**src/common/bpu_pkg.sv**
```systemverilog
// branch-kind codes, table sizes and execute buffer sizes
package bpu_pkg;

    // word address width
    localparam int PC_W   = 30;
    localparam int KIND_W = 3;

    // resolved branch kinds
    localparam logic [KIND_W-1:0] KIND_NOT_JUMP = 3'd0;
    localparam logic [KIND_W-1:0] KIND_DIRECT   = 3'd1;
    localparam logic [KIND_W-1:0] KIND_CALL     = 3'd2;
    localparam logic [KIND_W-1:0] KIND_RET      = 3'd3;
    localparam logic [KIND_W-1:0] KIND_INDIRECT = 3'd4;
    localparam logic [KIND_W-1:0] KIND_OTHER    = 3'd5;

    // execute buffer
    localparam int EXB_DEPTH = 8;
    localparam int EXB_PTR_W = $clog2(EXB_DEPTH);
    localparam int EXB_CNT_W = $clog2(EXB_DEPTH + 1);

    // pattern history table of 64 counters
    localparam int PHT_IDX_W = 6;
    localparam int PHT_SIZE  = 1 << PHT_IDX_W;

    // branch target buffer of 32 entries
    localparam int BTB_IDX_W = 5;
    localparam int BTB_SIZE  = 1 << BTB_IDX_W;
    localparam int BTB_TAG_W = PC_W - BTB_IDX_W;

    // saturation limits of the 2-bit counters
    localparam logic [1:0] CNT_MAX  = 2'd3;
    localparam logic [1:0] CNT_MIN  = 2'd0;
    localparam logic [1:0] CNT_INIT = 2'd1; // weakly not taken

endpackage

```
**src/hdl/pht.sv**
```systemverilog
// pattern history table of 2-bit saturating counters with registered lookup
`timescale 1ns/1ps

module pht (
    input  logic                        clk,
    input  logic                        rstn,
    input  logic                        upd_valid,
    input  logic [bpu_pkg::PC_W-1:0]    upd_pc,
    input  logic                        upd_taken,
    input  logic [1:0]                  upd_counter,
    input  logic [bpu_pkg::PC_W-1:0]    lookup_pc,
    output logic [1:0]                  lookup_counter
);

    logic [1:0]                   cnt [bpu_pkg::PHT_SIZE];
    logic [bpu_pkg::PHT_IDX_W-1:0] upd_idx;
    logic [bpu_pkg::PHT_IDX_W-1:0] lookup_idx;
    logic [1:0]                   cnt_next;

    assign upd_idx    = upd_pc[bpu_pkg::PHT_IDX_W-1:0];
    assign lookup_idx = lookup_pc[bpu_pkg::PHT_IDX_W-1:0];

    // step from the counter the prediction used so no table read is needed
    always_comb begin
        if (upd_taken)
            cnt_next = (upd_counter == bpu_pkg::CNT_MAX) ? upd_counter : upd_counter + 2'd1;
        else
            cnt_next = (upd_counter == bpu_pkg::CNT_MIN) ? upd_counter : upd_counter - 2'd1;
    end

    always_ff @(posedge clk or negedge rstn) begin
        if (!rstn) begin
            for (int i = 0; i < bpu_pkg::PHT_SIZE; i++)
                cnt[i] <= bpu_pkg::CNT_INIT;
        end else if (upd_valid) begin
            cnt[upd_idx] <= cnt_next;
        end
    end

    // same-edge write is not visible here
    always_ff @(posedge clk) begin
        lookup_counter <= cnt[lookup_idx];
    end

endmodule

```
**src/hdl/btb.sv**
```systemverilog
// direct-mapped branch target buffer with tag compare and registered lookup
`timescale 1ns/1ps

module btb (
    input  logic                        clk,
    input  logic                        rstn,
    input  logic                        upd_valid,
    input  logic                        upd_taken,
    input  logic [bpu_pkg::PC_W-1:0]    upd_pc,
    input  logic [bpu_pkg::PC_W-1:0]    upd_target,
    input  logic [bpu_pkg::KIND_W-1:0]  upd_kind,
    input  logic [bpu_pkg::PC_W-1:0]    lookup_pc,
    output logic                        lookup_hit,
    output logic [bpu_pkg::PC_W-1:0]    lookup_target,
    output logic [bpu_pkg::KIND_W-1:0]  lookup_kind
);

    logic                           ent_valid  [bpu_pkg::BTB_SIZE];
    logic [bpu_pkg::BTB_TAG_W-1:0]  ent_tag    [bpu_pkg::BTB_SIZE];
    logic [bpu_pkg::PC_W-1:0]       ent_target [bpu_pkg::BTB_SIZE];
    logic [bpu_pkg::KIND_W-1:0]     ent_kind   [bpu_pkg::BTB_SIZE];

    logic [bpu_pkg::BTB_IDX_W-1:0]  upd_idx;
    logic [bpu_pkg::BTB_TAG_W-1:0]  upd_tag;
    logic [bpu_pkg::BTB_IDX_W-1:0]  lookup_idx;
    logic [bpu_pkg::BTB_TAG_W-1:0]  lookup_tag;
    logic                           wr_en;

    assign upd_idx    = upd_pc[bpu_pkg::BTB_IDX_W-1:0];
    assign upd_tag    = upd_pc[bpu_pkg::PC_W-1:bpu_pkg::BTB_IDX_W];
    assign lookup_idx = lookup_pc[bpu_pkg::BTB_IDX_W-1:0];
    assign lookup_tag = lookup_pc[bpu_pkg::PC_W-1:bpu_pkg::BTB_IDX_W];

    // not-taken packets leave the entry alone
    assign wr_en = upd_valid & upd_taken;

    always_ff @(posedge clk or negedge rstn) begin
        if (!rstn) begin
            for (int i = 0; i < bpu_pkg::BTB_SIZE; i++)
                ent_valid[i] <= 1'b0;
            lookup_hit <= 1'b0;
        end else begin
            if (wr_en)
                ent_valid[upd_idx] <= 1'b1;
            lookup_hit <= ent_valid[lookup_idx] && (ent_tag[lookup_idx] == lookup_tag);
        end
    end

    always_ff @(posedge clk) begin
        if (wr_en) begin
            ent_tag[upd_idx]    <= upd_tag;
            ent_target[upd_idx] <= upd_target;
            ent_kind[upd_idx]   <= upd_kind;
        end
    end

    // old entry on a same-edge write
    always_ff @(posedge clk) begin
        lookup_target <= ent_target[lookup_idx];
        lookup_kind   <= ent_kind[lookup_idx];
    end

endmodule

```
**src/ex_buffer/ex_buffer.sv**
```systemverilog
// in-order execute buffer queue of resolved instructions, packet merge and update register
`timescale 1ns/1ps

module ex_buffer (
    input  logic                         clk,
    input  logic                         rstn,
    // lane 0, the older instruction
    input  logic                         ex_valid_0,
    input  logic [bpu_pkg::PC_W-1:0]     ex_pc_0,
    input  logic                         ex_taken_0,
    input  logic [bpu_pkg::KIND_W-1:0]   ex_kind_0,
    input  logic [bpu_pkg::PC_W-1:0]     ex_target_0,
    input  logic                         pd_taken_0,
    input  logic [bpu_pkg::PC_W-1:0]     pd_target_0,
    input  logic [1:0]                   pd_counter_0,
    input  logic                         ex_squash_0,
    // lane 1
    input  logic                         ex_valid_1,
    input  logic [bpu_pkg::PC_W-1:0]     ex_pc_1,
    input  logic                         ex_taken_1,
    input  logic [bpu_pkg::KIND_W-1:0]   ex_kind_1,
    input  logic [bpu_pkg::PC_W-1:0]     ex_target_1,
    input  logic                         pd_taken_1,
    input  logic [bpu_pkg::PC_W-1:0]     pd_target_1,
    input  logic [1:0]                   pd_counter_1,
    input  logic                         ex_squash_1,
    // merged update towards the tables
    output logic                         upd_valid,
    output logic [bpu_pkg::PC_W-1:0]     upd_pc,
    output logic                         upd_taken,
    output logic [bpu_pkg::KIND_W-1:0]   upd_kind,
    output logic [bpu_pkg::PC_W-1:0]     upd_target,
    output logic [1:0]                   upd_counter,
    output logic                         upd_mispredict
);

    logic [bpu_pkg::PC_W-1:0]     q_pc         [bpu_pkg::EXB_DEPTH];
    logic                         q_taken      [bpu_pkg::EXB_DEPTH];
    logic [bpu_pkg::KIND_W-1:0]   q_kind       [bpu_pkg::EXB_DEPTH];
    logic [bpu_pkg::PC_W-1:0]     q_target     [bpu_pkg::EXB_DEPTH];
    logic                         q_pd_taken   [bpu_pkg::EXB_DEPTH];
    logic [bpu_pkg::PC_W-1:0]     q_pd_target  [bpu_pkg::EXB_DEPTH];
    logic [1:0]                   q_pd_counter [bpu_pkg::EXB_DEPTH];
    logic                         q_squash     [bpu_pkg::EXB_DEPTH];

    logic [bpu_pkg::EXB_PTR_W-1:0] head;
    logic [bpu_pkg::EXB_PTR_W-1:0] head_b;     // second entry of a pair
    logic [bpu_pkg::EXB_PTR_W-1:0] tail;
    logic [bpu_pkg::EXB_PTR_W-1:0] tail_1;     // slot for lane 1
    logic [bpu_pkg::EXB_CNT_W-1:0] count;
    logic [1:0]                    n_push;
    logic [1:0]                    n_pop;

    logic                         a_single;
    logic                         sel_valid;
    logic [bpu_pkg::KIND_W-1:0]   a_kind;
    logic [bpu_pkg::KIND_W-1:0]   b_kind;
    logic                         m_taken;
    logic [bpu_pkg::KIND_W-1:0]   m_kind;
    logic [bpu_pkg::PC_W-1:0]     m_target;
    logic                         m_mispredict;

    assign head_b = head + 1'b1;
    assign tail_1 = ex_valid_0 ? tail + 1'b1 : tail;
    assign n_push = {1'b0, ex_valid_0} + {1'b0, ex_valid_1};

    assign a_kind = q_kind[head];
    assign b_kind = q_kind[head_b];

    // odd pc or squashed successor means a one-instruction packet
    assign a_single = q_pc[head][0] | q_squash[head];

    always_comb begin
        sel_valid = 1'b0;
        n_pop     = 2'd0;
        if (count != '0 && a_single) begin
            sel_valid = 1'b1;
            n_pop     = 2'd1;
        end else if (count >= 2) begin
            sel_valid = 1'b1;
            n_pop     = 2'd2;
        end
        // else wait for the second half of the packet
    end

    always_comb begin
        if (a_single) begin
            m_taken  = q_taken[head];
            m_kind   = a_kind;
            m_target = q_target[head];
        end else begin
            m_taken = q_taken[head] | q_taken[head_b];
            if (a_kind == bpu_pkg::KIND_DIRECT || b_kind == bpu_pkg::KIND_DIRECT)
                m_kind = bpu_pkg::KIND_DIRECT;
            else if (a_kind == bpu_pkg::KIND_CALL || b_kind == bpu_pkg::KIND_CALL)
                m_kind = bpu_pkg::KIND_CALL;
            else if (a_kind == bpu_pkg::KIND_RET || b_kind == bpu_pkg::KIND_RET)
                m_kind = bpu_pkg::KIND_RET;
            else if (a_kind == bpu_pkg::KIND_INDIRECT || b_kind == bpu_pkg::KIND_INDIRECT)
                m_kind = bpu_pkg::KIND_INDIRECT;
            else if (a_kind == bpu_pkg::KIND_OTHER || b_kind == bpu_pkg::KIND_OTHER)
                m_kind = bpu_pkg::KIND_OTHER;
            else
                m_kind = bpu_pkg::KIND_NOT_JUMP;
            m_target = q_taken[head] ? q_target[head] : q_target[head_b];
        end
        // wrong direction, or right direction with wrong target
        m_mispredict = (q_pd_taken[head] != m_taken) |
                       (q_pd_taken[head] & m_taken & (q_pd_target[head] != m_target));
    end

    always_ff @(posedge clk or negedge rstn) begin
        if (!rstn) begin
            head      <= '0;
            tail      <= '0;
            count     <= '0;
            upd_valid <= 1'b0;
        end else begin
            head      <= head + n_pop;
            tail      <= tail + n_push;
            count     <= count + n_push - n_pop;
            upd_valid <= sel_valid;
        end
    end

    // entry storage
    always_ff @(posedge clk) begin
        if (ex_valid_0) begin
            q_pc[tail]         <= ex_pc_0;
            q_taken[tail]      <= ex_taken_0;
            q_kind[tail]       <= ex_kind_0;
            q_target[tail]     <= ex_target_0;
            q_pd_taken[tail]   <= pd_taken_0;
            q_pd_target[tail]  <= pd_target_0;
            q_pd_counter[tail] <= pd_counter_0;
            q_squash[tail]     <= ex_squash_0;
        end
        if (ex_valid_1) begin
            q_pc[tail_1]         <= ex_pc_1;
            q_taken[tail_1]      <= ex_taken_1;
            q_kind[tail_1]       <= ex_kind_1;
            q_target[tail_1]     <= ex_target_1;
            q_pd_taken[tail_1]   <= pd_taken_1;
            q_pd_target[tail_1]  <= pd_target_1;
            q_pd_counter[tail_1] <= pd_counter_1;
            q_squash[tail_1]     <= ex_squash_1;
        end
    end

    always_ff @(posedge clk) begin
        if (sel_valid) begin
            upd_pc         <= q_pc[head];
            upd_taken      <= m_taken;
            upd_kind       <= m_kind;
            upd_target     <= m_target;
            upd_counter    <= q_pd_counter[head]; // head counter only
            upd_mispredict <= m_mispredict;
        end
    end

endmodule

```
**src/hdl/bpu_update_top.sv**
```systemverilog
// predictor update path top with execute buffer, pattern history table and target buffer
`timescale 1ns/1ps

module bpu_update_top (
    input  logic                         clk,
    input  logic                         rstn,
    input  logic                         ex_valid_0,
    input  logic [bpu_pkg::PC_W-1:0]     ex_pc_0,
    input  logic                         ex_taken_0,
    input  logic [bpu_pkg::KIND_W-1:0]   ex_kind_0,
    input  logic [bpu_pkg::PC_W-1:0]     ex_target_0,
    input  logic                         pd_taken_0,
    input  logic [bpu_pkg::PC_W-1:0]     pd_target_0,
    input  logic [1:0]                   pd_counter_0,
    input  logic                         ex_squash_0,
    input  logic                         ex_valid_1,
    input  logic [bpu_pkg::PC_W-1:0]     ex_pc_1,
    input  logic                         ex_taken_1,
    input  logic [bpu_pkg::KIND_W-1:0]   ex_kind_1,
    input  logic [bpu_pkg::PC_W-1:0]     ex_target_1,
    input  logic                         pd_taken_1,
    input  logic [bpu_pkg::PC_W-1:0]     pd_target_1,
    input  logic [1:0]                   pd_counter_1,
    input  logic                         ex_squash_1,
    input  logic [bpu_pkg::PC_W-1:0]     lookup_pc,
    output logic                         upd_valid,
    output logic [bpu_pkg::PC_W-1:0]     upd_pc,
    output logic                         upd_taken,
    output logic [bpu_pkg::KIND_W-1:0]   upd_kind,
    output logic [bpu_pkg::PC_W-1:0]     upd_target,
    output logic [1:0]                   upd_counter,
    output logic                         upd_mispredict,
    output logic [1:0]                   lookup_counter,
    output logic                         lookup_hit,
    output logic [bpu_pkg::PC_W-1:0]     lookup_target,
    output logic [bpu_pkg::KIND_W-1:0]   lookup_kind
);

    ex_buffer u_ex_buffer (
        .clk, .rstn,
        .ex_valid_0, .ex_pc_0, .ex_taken_0, .ex_kind_0, .ex_target_0,
        .pd_taken_0, .pd_target_0, .pd_counter_0, .ex_squash_0,
        .ex_valid_1, .ex_pc_1, .ex_taken_1, .ex_kind_1, .ex_target_1,
        .pd_taken_1, .pd_target_1, .pd_counter_1, .ex_squash_1,
        .upd_valid, .upd_pc, .upd_taken, .upd_kind, .upd_target,
        .upd_counter, .upd_mispredict
    );

    pht u_pht (
        .clk, .rstn,
        .upd_valid, .upd_pc, .upd_taken, .upd_counter,
        .lookup_pc,
        .lookup_counter
    );

    // trained on taken packets only
    btb u_btb (
        .clk, .rstn,
        .upd_valid, .upd_taken, .upd_pc, .upd_target, .upd_kind,
        .lookup_pc,
        .lookup_hit, .lookup_target, .lookup_kind
    );

endmodule

```
**config.mk**
```make
export PLATFORM = sky130hd
export DESIGN_NAME = bpu_update_top
export DESIGN_NICKNAME = d
export VERILOG_FILES = /design/src/common/bpu_pkg.sv /design/src/hdl/pht.sv /design/src/hdl/btb.sv /design/src/ex_buffer/ex_buffer.sv /design/src/hdl/bpu_update_top.sv
export SDC_FILE = /design/constraint.sdc
export NUM_CORES = 2
export LEC_CHECK = 0
export BUFFER_PORTS_ARGS = -buffer_cell sky130_fd_sc_hd__buf_2
export CELL_PAD_IN_SITES_DETAIL_PLACEMENT = 1
export CELL_PAD_IN_SITES_GLOBAL_PLACEMENT = 2
export CORE_AREA = 2 2 501 503
export DETAILED_ROUTE_END_ITERATION = 12
export DIE_AREA = 0 0 503 505
export PLACE_DENSITY_LB_ADDON = 0.1
export SLEW_MARGIN = 10
export SYNTH_ARGS = -nofsm -noshare
export SYNTH_HDL_FRONTEND = slang
export SYNTH_SLANG_ARGS = --single-unit
export TNS_END_PERCENT = 20
```
**constraint.sdc**
```tcl
create_clock -name clk -period 13.3 [get_ports clk]
set_input_delay 0.665 -clock clk [delete_from_list [all_inputs] [get_ports clk]]
set_output_delay 0.665 -clock clk [all_outputs]
set_load 0.02 [all_outputs]
```
======== Word-level counts from Yosys, hierarchy flattened ========
Memories as Yosys holds them, arrays and structs flattened. A register that Yosys moved wholly into a read port is not among the register bits.
Index checks and enable logic that the tools add are counted.
W data, S select, Z words.
storage, ports and cells
  register bits ........................... 239
  bits in writable memories ............... 2640
  input port bits ......................... 230
  output and inout port bits .............. 104
  word-level logic and storage cells ...... 204
  memories ................................ 11
cells by class
  add/subtract/negate cells ............... 9
  $lt $le $gt $ge ......................... 7
  equal/unequal tests ..................... 14
  muxes and demuxes ....................... 34
  bitwise logic cells ..................... 11
  reduce and logical (&&, ||, !) cells .... 11
memory list
  memory                   words  bits a word  rd ports  clocked after Yosys merged registers in  write ports  RTL line         RTL
  u_btb.ent_target         32     30           1         1                                        1            btb.sv:20        logic [bpu_pkg::PC_W-1:0] ent_target [bpu_pkg::BTB_SIZE];
  u_btb.ent_tag            32     25           1         0                                        1            btb.sv:19        logic [bpu_pkg::BTB_TAG_W-1:0] ent_tag [bpu_pkg::BTB_SIZE];
  u_ex_buffer.q_pc         8      30           1         0                                        2            ex_buffer.sv:37  logic [bpu_pkg::PC_W-1:0] q_pc [bpu_pkg::EXB_DEPTH];
  u_ex_buffer.q_pd_target  8      30           1         0                                        2            ex_buffer.sv:42  logic [bpu_pkg::PC_W-1:0] q_pd_target [bpu_pkg::EXB_DEPTH];
  u_ex_buffer.q_target     8      30           2         0                                        2            ex_buffer.sv:40  logic [bpu_pkg::PC_W-1:0] q_target [bpu_pkg::EXB_DEPTH];
  u_btb.ent_kind           32     3            1         1                                        1            btb.sv:21        logic [bpu_pkg::KIND_W-1:0] ent_kind [bpu_pkg::BTB_SIZE];
  5 more memories          n/a    n/a          n/a       n/a                                      n/a          n/a
operators with widths
  operator               number
  $bwmux W128            1
  $mux W30               2
  $or A32 B32 Y32        1
  $ne A30 B30 Y1         1
  $eq A25 B25 Y1         1
  $mux W3                7
  $mux W2                8
  $ge A7 B7 Y1 const B   2
  $not A6 Y7             2
  $bmux W2 S6            1
  $demux W2 S6           1
  $eq A3 B2 Y1 const B   4
  $eq A3 B3 Y1 const B   4
  $ge A6 B6 Y1 const B   2
  $mux W1                12
  $not A5 Y6             2
  $lt A7 B1 Y1 const B   1
  $add A3 B1 Y3 const B  2
  $add A3 B2 Y3          2
  $eq A3 B1 Y1 const B   2
  $lt A6 B1 Y1 const B   1
  $bmux W1 S5            1
  $demux W1 S5           1
  $logic_or A1 B1 Y1     5
  other kinds (13)       20

======== Depth between registers and ports, before layout ========
An unclocked memory read counts as a cell.
  word-level depth ........................ 10
  mapped depth ............................ 14
  gate-level depth less buffers ........... 11

======== Cells and area by module ========
Synthesis repeated with hierarchy kept, for this count alone.
second synthesis, totals
  cell total of the unflattened synthesis .. 6037
  area, all modules ....................... 123632.3 um^2
by module, submodules not included
  module     instances  cells an instance  area each (um^2)  sequential area each (um^2)
  btb        1          3147               72908.7           57219.9
  ex_buffer  1          2435               44333.8           25829.8
  pht        1          455                6389.9            3323.2

======== Worst setup path before layout ========
OpenSTA, ideal clock, no wires.
  kind .................................... input-to-reg
  start point ............................. input ex_valid_0
  end point ............................... memory u_ex_buffer.q_kind[0][0] (netlist name) (enable)
  library setup time ...................... 0.699 ns
  arrival time ............................ 8.228 ns
  required time ........................... 12.601 ns
  path slack .............................. 4.373 ns
  cell stages on the path ................. 3
  path buffers ............................ 1
  path through ............................ clkbuf_1 nand2_1 o31ai_1
RTL lines
  item             RTL line             RTL
  start, declared  bpu_update_top.sv:7  input logic ex_valid_0,
  end, declared    ex_buffer.sv:39      logic [bpu_pkg::KIND_W-1:0] q_kind [bpu_pkg::EXB_DEPTH];

======== Final worst setup path ========
  start point ............................. register u_ex_buffer.head[0] (netlist name)
  end point ............................... register u_ex_buffer.upd_mispredict, data pin
between the ends
  word-level cells in the longest chain between the ends .. 7
  elaborated cells between the ends (all ways) .. 17
  classes of those cells .................. add/sub (1); eq/ne (2); mux (3); bitwise (5); memory (6)
RTL lines
  item                                             RTL line                           RTL
  start, declared                                  ex_buffer.sv:46                    logic [bpu_pkg::EXB_PTR_W-1:0] head;
  start signal, assigned                           ex_buffer.sv:119                   head <= head + n_pop;
  $add A3 B1 Y3                                    ex_buffer.sv:63                    assign head_b = head + 1'b1;
  $mem_v2 Z8 W30 or $mem_v2 Z8 W1 (tied branches)  n/a
  $mux W30 or $or A1 B1 Y1 (tied branches)         ex_buffer.sv:105, ex_buffer.sv:92
  $mux W30 or $mux W1 (tied branches)              ex_buffer.sv:87                    if (a_single) begin
  $ne A30 B30 Y1 or $and A1 B1 Y1 (tied branches)  ex_buffer.sv:109                   (q_pd_taken[head] & m_taken & (q_pd_target[head] != m_target));
  $and A1 B1 Y1                                    ex_buffer.sv:109
  $or A1 B1 Y1 (*)                                 ex_buffer.sv:108                   m_mispredict = (q_pd_taken[head] != m_taken) |
  net u_ex_buffer.m_mispredict                     ex_buffer.sv:61                    logic m_mispredict;
  end signal, assigned                             ex_buffer.sv:157                   upd_mispredict <= m_mispredict;
  end, declared                                    ex_buffer.sv:34                    output logic upd_mispredict
Mark *: on every way through the listed nets, which the timed path passes. The rest lies on a longest branch.
A chain may end at the register's enable or synchronous reset.

==> summary.txt <==
GRT
  – Grt ovf: 0
  – First-pass GRT wire length: 502.8 mm
  – Antenna violations before repair: 90
  – Pin count of the biggest net entering global routing: 111
  – Vias in the first global route: 66870
  – Total track usage: 27.82%

Clocking
  – Post-CTS Resized: 0
  – CTS Buf Count: 323
  – Later-pin clock latency in the skew report: 0.95 ns
  – Htree depth: 5
  – CTS sink cnt: 2914
  – Clock-pin slew of the registers on the worst-case setup and hold paths: 0.06 ns
  – Hold buffers post-CTS: 1
  – Post-CTS setup buffer count: 0
  – Max clock buf depth: 4
  – CTS tree: built
  – CTS root buffer: clkbuf_16

Logic synthesis
  – Syn. warnings: 0
  – Sequential share of the synthesized area: 69.86%
  – Syn Nets: 6119
  – Synthesized flop and latch total: 2914
  – Asr flop ratio synth: 5.903%
  – Top FF cell, synth: edfxtp_1
  – Post-Synthesis Cells: 5874
  – Post-synthesis cell type count: 81
  – Cell Area, Synth: 123600 µm²
  – Number of synthesized flops with an enable pin: 2707
  – Avg Cell Area, Syn: 21.05 µm²

Route
  – Routed wire length on met2: 173.7 mm
  – Metal3 WL: 25.75 mm
  – Vias per cell: 6.302
  – Top Metal Used: met5
  – ANT nets after route: 0
  – Metal-1 WL: 145.3 mm
  – Detailed-route via count: 62920
  – WL final: 352.2 mm
  – WL/cell: 35.27 µm
  – Drt pass-1 iters: 5
  – # DRC: 0
  – Drt initial violations: 6982

Cells and area
  – Register area: 86380 µm²
  – Post-layout net count: 6625
  – Area Overhead vs Synth: 12.90%
  – Final Util: 56.24%
  – Finished Cell Area: 139600 µm²
  – Multi-input gate area in the final layout: 36010 µm²
  – # fillers: 21200
  – Layout cells sized above 1: 43.67%
  – Commonest non-fill, non-tap cells in the layout: edfxtp_1 (2707), mux2_2 (947), mux4_2 (839), buf_2 (327), clkbuf_16 (326)
  – Most common cell after layout, fill and taps aside: edfxtp_1

Critical path
  – Max stage delay on crit path: 0.80 ns
  – CP Buf/Inv Count: 4
  – Crit path max fanout: 101
  – Crit path required time: 13.96 ns
  – Crit path launch type: flip-flop
  – CP top delay family: buffers and inverters
  – Worst-path cell chain: buf_4 > buf_12 > buf_4 > buf_4 > mux4_2 > mux2i_1 > o22ai_1 > or4b_1 > nor4_1 > a41oi_1
  – Most used cell along the critical path: buf_4
  – Critical Path End Type: flip-flop
  – Crit Path Category: flip-flop to flip-flop
  – Crit path DAT: 6.71 ns
  – Slowest library cell on the worst path: buf_4

STA
  – Fin crit period: 6.045 ns
  – Worst-Margin Slew: 1.265 ns
  – Worst slew margin: 15.67%
  – Fin. Hold Viols: 0
  – Highest Clock Rate: 165.4 MHz
  – Max-slew violations: 0
  – Hold slack: 0.09213 ns
  – Final setup viols: 0
  – RSZ-0062 raised after global routing: no
  – Setup TNS: 0 ns
  – Clock skew: 0.05553 ns
  – Period utilization: 45.45%

Power
  – Peak supply drop: 184.3 µV
  – Static Leakage: 45.82 nW
  – Cell area power density: 220.0 nW/µm²

Job
  – # Max-Cap Violations: 0

Status
  – Status: finished, final reports clean

Floorplanning
  – Die area: 254000 µm²
  – Floorplan core area: 248200 µm²
  – Ports: 334
  – DIE WIDTH: 503 µm
  – Die height: 505 µm
  – Cell Rows: 183
  – Effective utilization at floorplan: 49.81%

Hold path
  – Hold crit path type: primary input to flip-flop

Placed design
  – Port-buffer cells: 333
  – DP Wirelength: 193.1 mm
  – Placer Congestion: 0.7811
  – Placed cell area: 129800 µm²
-- cell type report --
class	count	area share, %
timing repair buffer	516	2.333
antenna	33	0.05916
clock buffer	419	6.158
clock inverter	148	0.6812
inverter	36	0.09681
sequential	2914	61.89
tap	3330	2.985
multi-input combinational	2589	25.80
-- registers in the layout, summed over array words and instances (netlist names), 32 cells and up --
| signal | count |
|---|---|
| u_pht.cnt | 128 |
| u_btb.ent_tag | 800 |
| u_ex_buffer.q_pc | 240 |
| u_btb.ent_valid | 32 |
| u_btb.ent_kind | 96 |
| u_ex_buffer.q_pd_target | 240 |
| u_btb.ent_target | 960 |
| u_ex_buffer.q_target | 240 |
-- kinds of logic (layout without fill, tap and decap cells) --
family | Yosys count | after routing | share of synthesized area (%)
flip-flops | 2914 | 2914 | 69.86
multiplexers | 2038 | 2038 | 26.06
AND/OR/NAND/NOR | 338 | 338 | 1.345
AO/OA/AOI/OAI | 160 | 160 | 0.9149
adder cells (fa/ha/maj) | 17 | 17 | 0.1923
buffers and inverters | 371 | 1119 | 1.365
other | 0 | 33 | 0
XOR/XNOR | 36 | 36 | 0.2611
-- worst paths after layout --
path	startpoint	end	slack, ns	cells after the start
min in group asynchronous	rstn	u_btb.ent_valid[23]$_DFFE_PN0P_	0.22	2
setup reg to reg	u_ex_buffer.head[0]$_DFF_PN0_	u_ex_buffer.upd_mispredict$_DFFE_PP_	7.26	10
hold reg to reg	u_btb.ent_valid[28]$_DFFE_PN0P_	u_btb.ent_valid[28]$_DFFE_PN0P_	0.46	1
hold / removal	pd_target_0[27]	u_ex_buffer.q_pd_target[6][27]$_DFFE_PP_	0.09	2
setup / recovery	u_ex_buffer.head[0]$_DFF_PN0_	u_ex_buffer.upd_mispredict$_DFFE_PP_	7.26	10
max in group asynchronous	rstn	u_ex_buffer.head[0]$_DFF_PN0_	10.77	4
-- worst register-to-register path: stages, from the launching register on --
cell     delay [ns]
dfrtp_4        0.60
buf_4          0.70
buf_12         0.61
buf_4          0.76
buf_4          0.82
mux4_2         0.64
mux2i_1        0.47
o22ai_1        0.15
or4b_1         0.57
nor4_1         0.32
a41oi_1        0.15
-- Yosys cell counts (22+ instances only) --
master / n / area (µm²)
a21oi_1: 22 / 110.1
a22oi_1: 27 / 202.7
buf_1: 28 / 105.1
buf_2: 107 / 535.5
buf_4: 25 / 187.7
clkbuf_1: 166 / 623.1
dfrtp_1: 108 / 2703
dfstp_2: 64 / 1682
dfxtp_1: 35 / 700.7
edfxtp_1: 2707 / 81290
inv_1: 34 / 127.6
mux2_1: 64 / 720.7
mux2_2: 947 / 10660
mux2i_1: 182 / 1822
mux4_2: 839 / 18900
nand2_1: 73 / 274.0
nand3_1: 24 / 120.1
nor2_1: 112 / 420.4
or2_2: 38 / 237.7
-- metrics by stage --
step / instances / power, mW / worst slack (ns)
after detailed placement: 9378 / 22.65 / 7.027
after CTS: 9946 / 30.91 / 7.061
after global routing: 9965 / 31.86 / 6.651
after global placement: 9377 / 22.39 / 7.069
final: 9985 / 30.71 / 7.255
after floorplan: 5874 / 19.23 / 4.373
-- per-layer routing --
layer  global-route usage (%)  vias up
li1                         -    25640
met1                    38.55    34430
met2                    45.70     2255
met3                    5.843      500
met4                    5.973       98
met5                        0        -
-- where the power goes --
| group | internal, mW | switching (mW) | total [mW] |
|---|---|---|---|
| combinational | 3.31 | 5.28 | 8.59 |
| sequential | 13.0 | 0.908 | 13.9 |
| clock | 4.70 | 3.55 | 8.25 |
| total | 21.0 | 9.74 | 30.7 |
(Power assumes the default switching activity.)
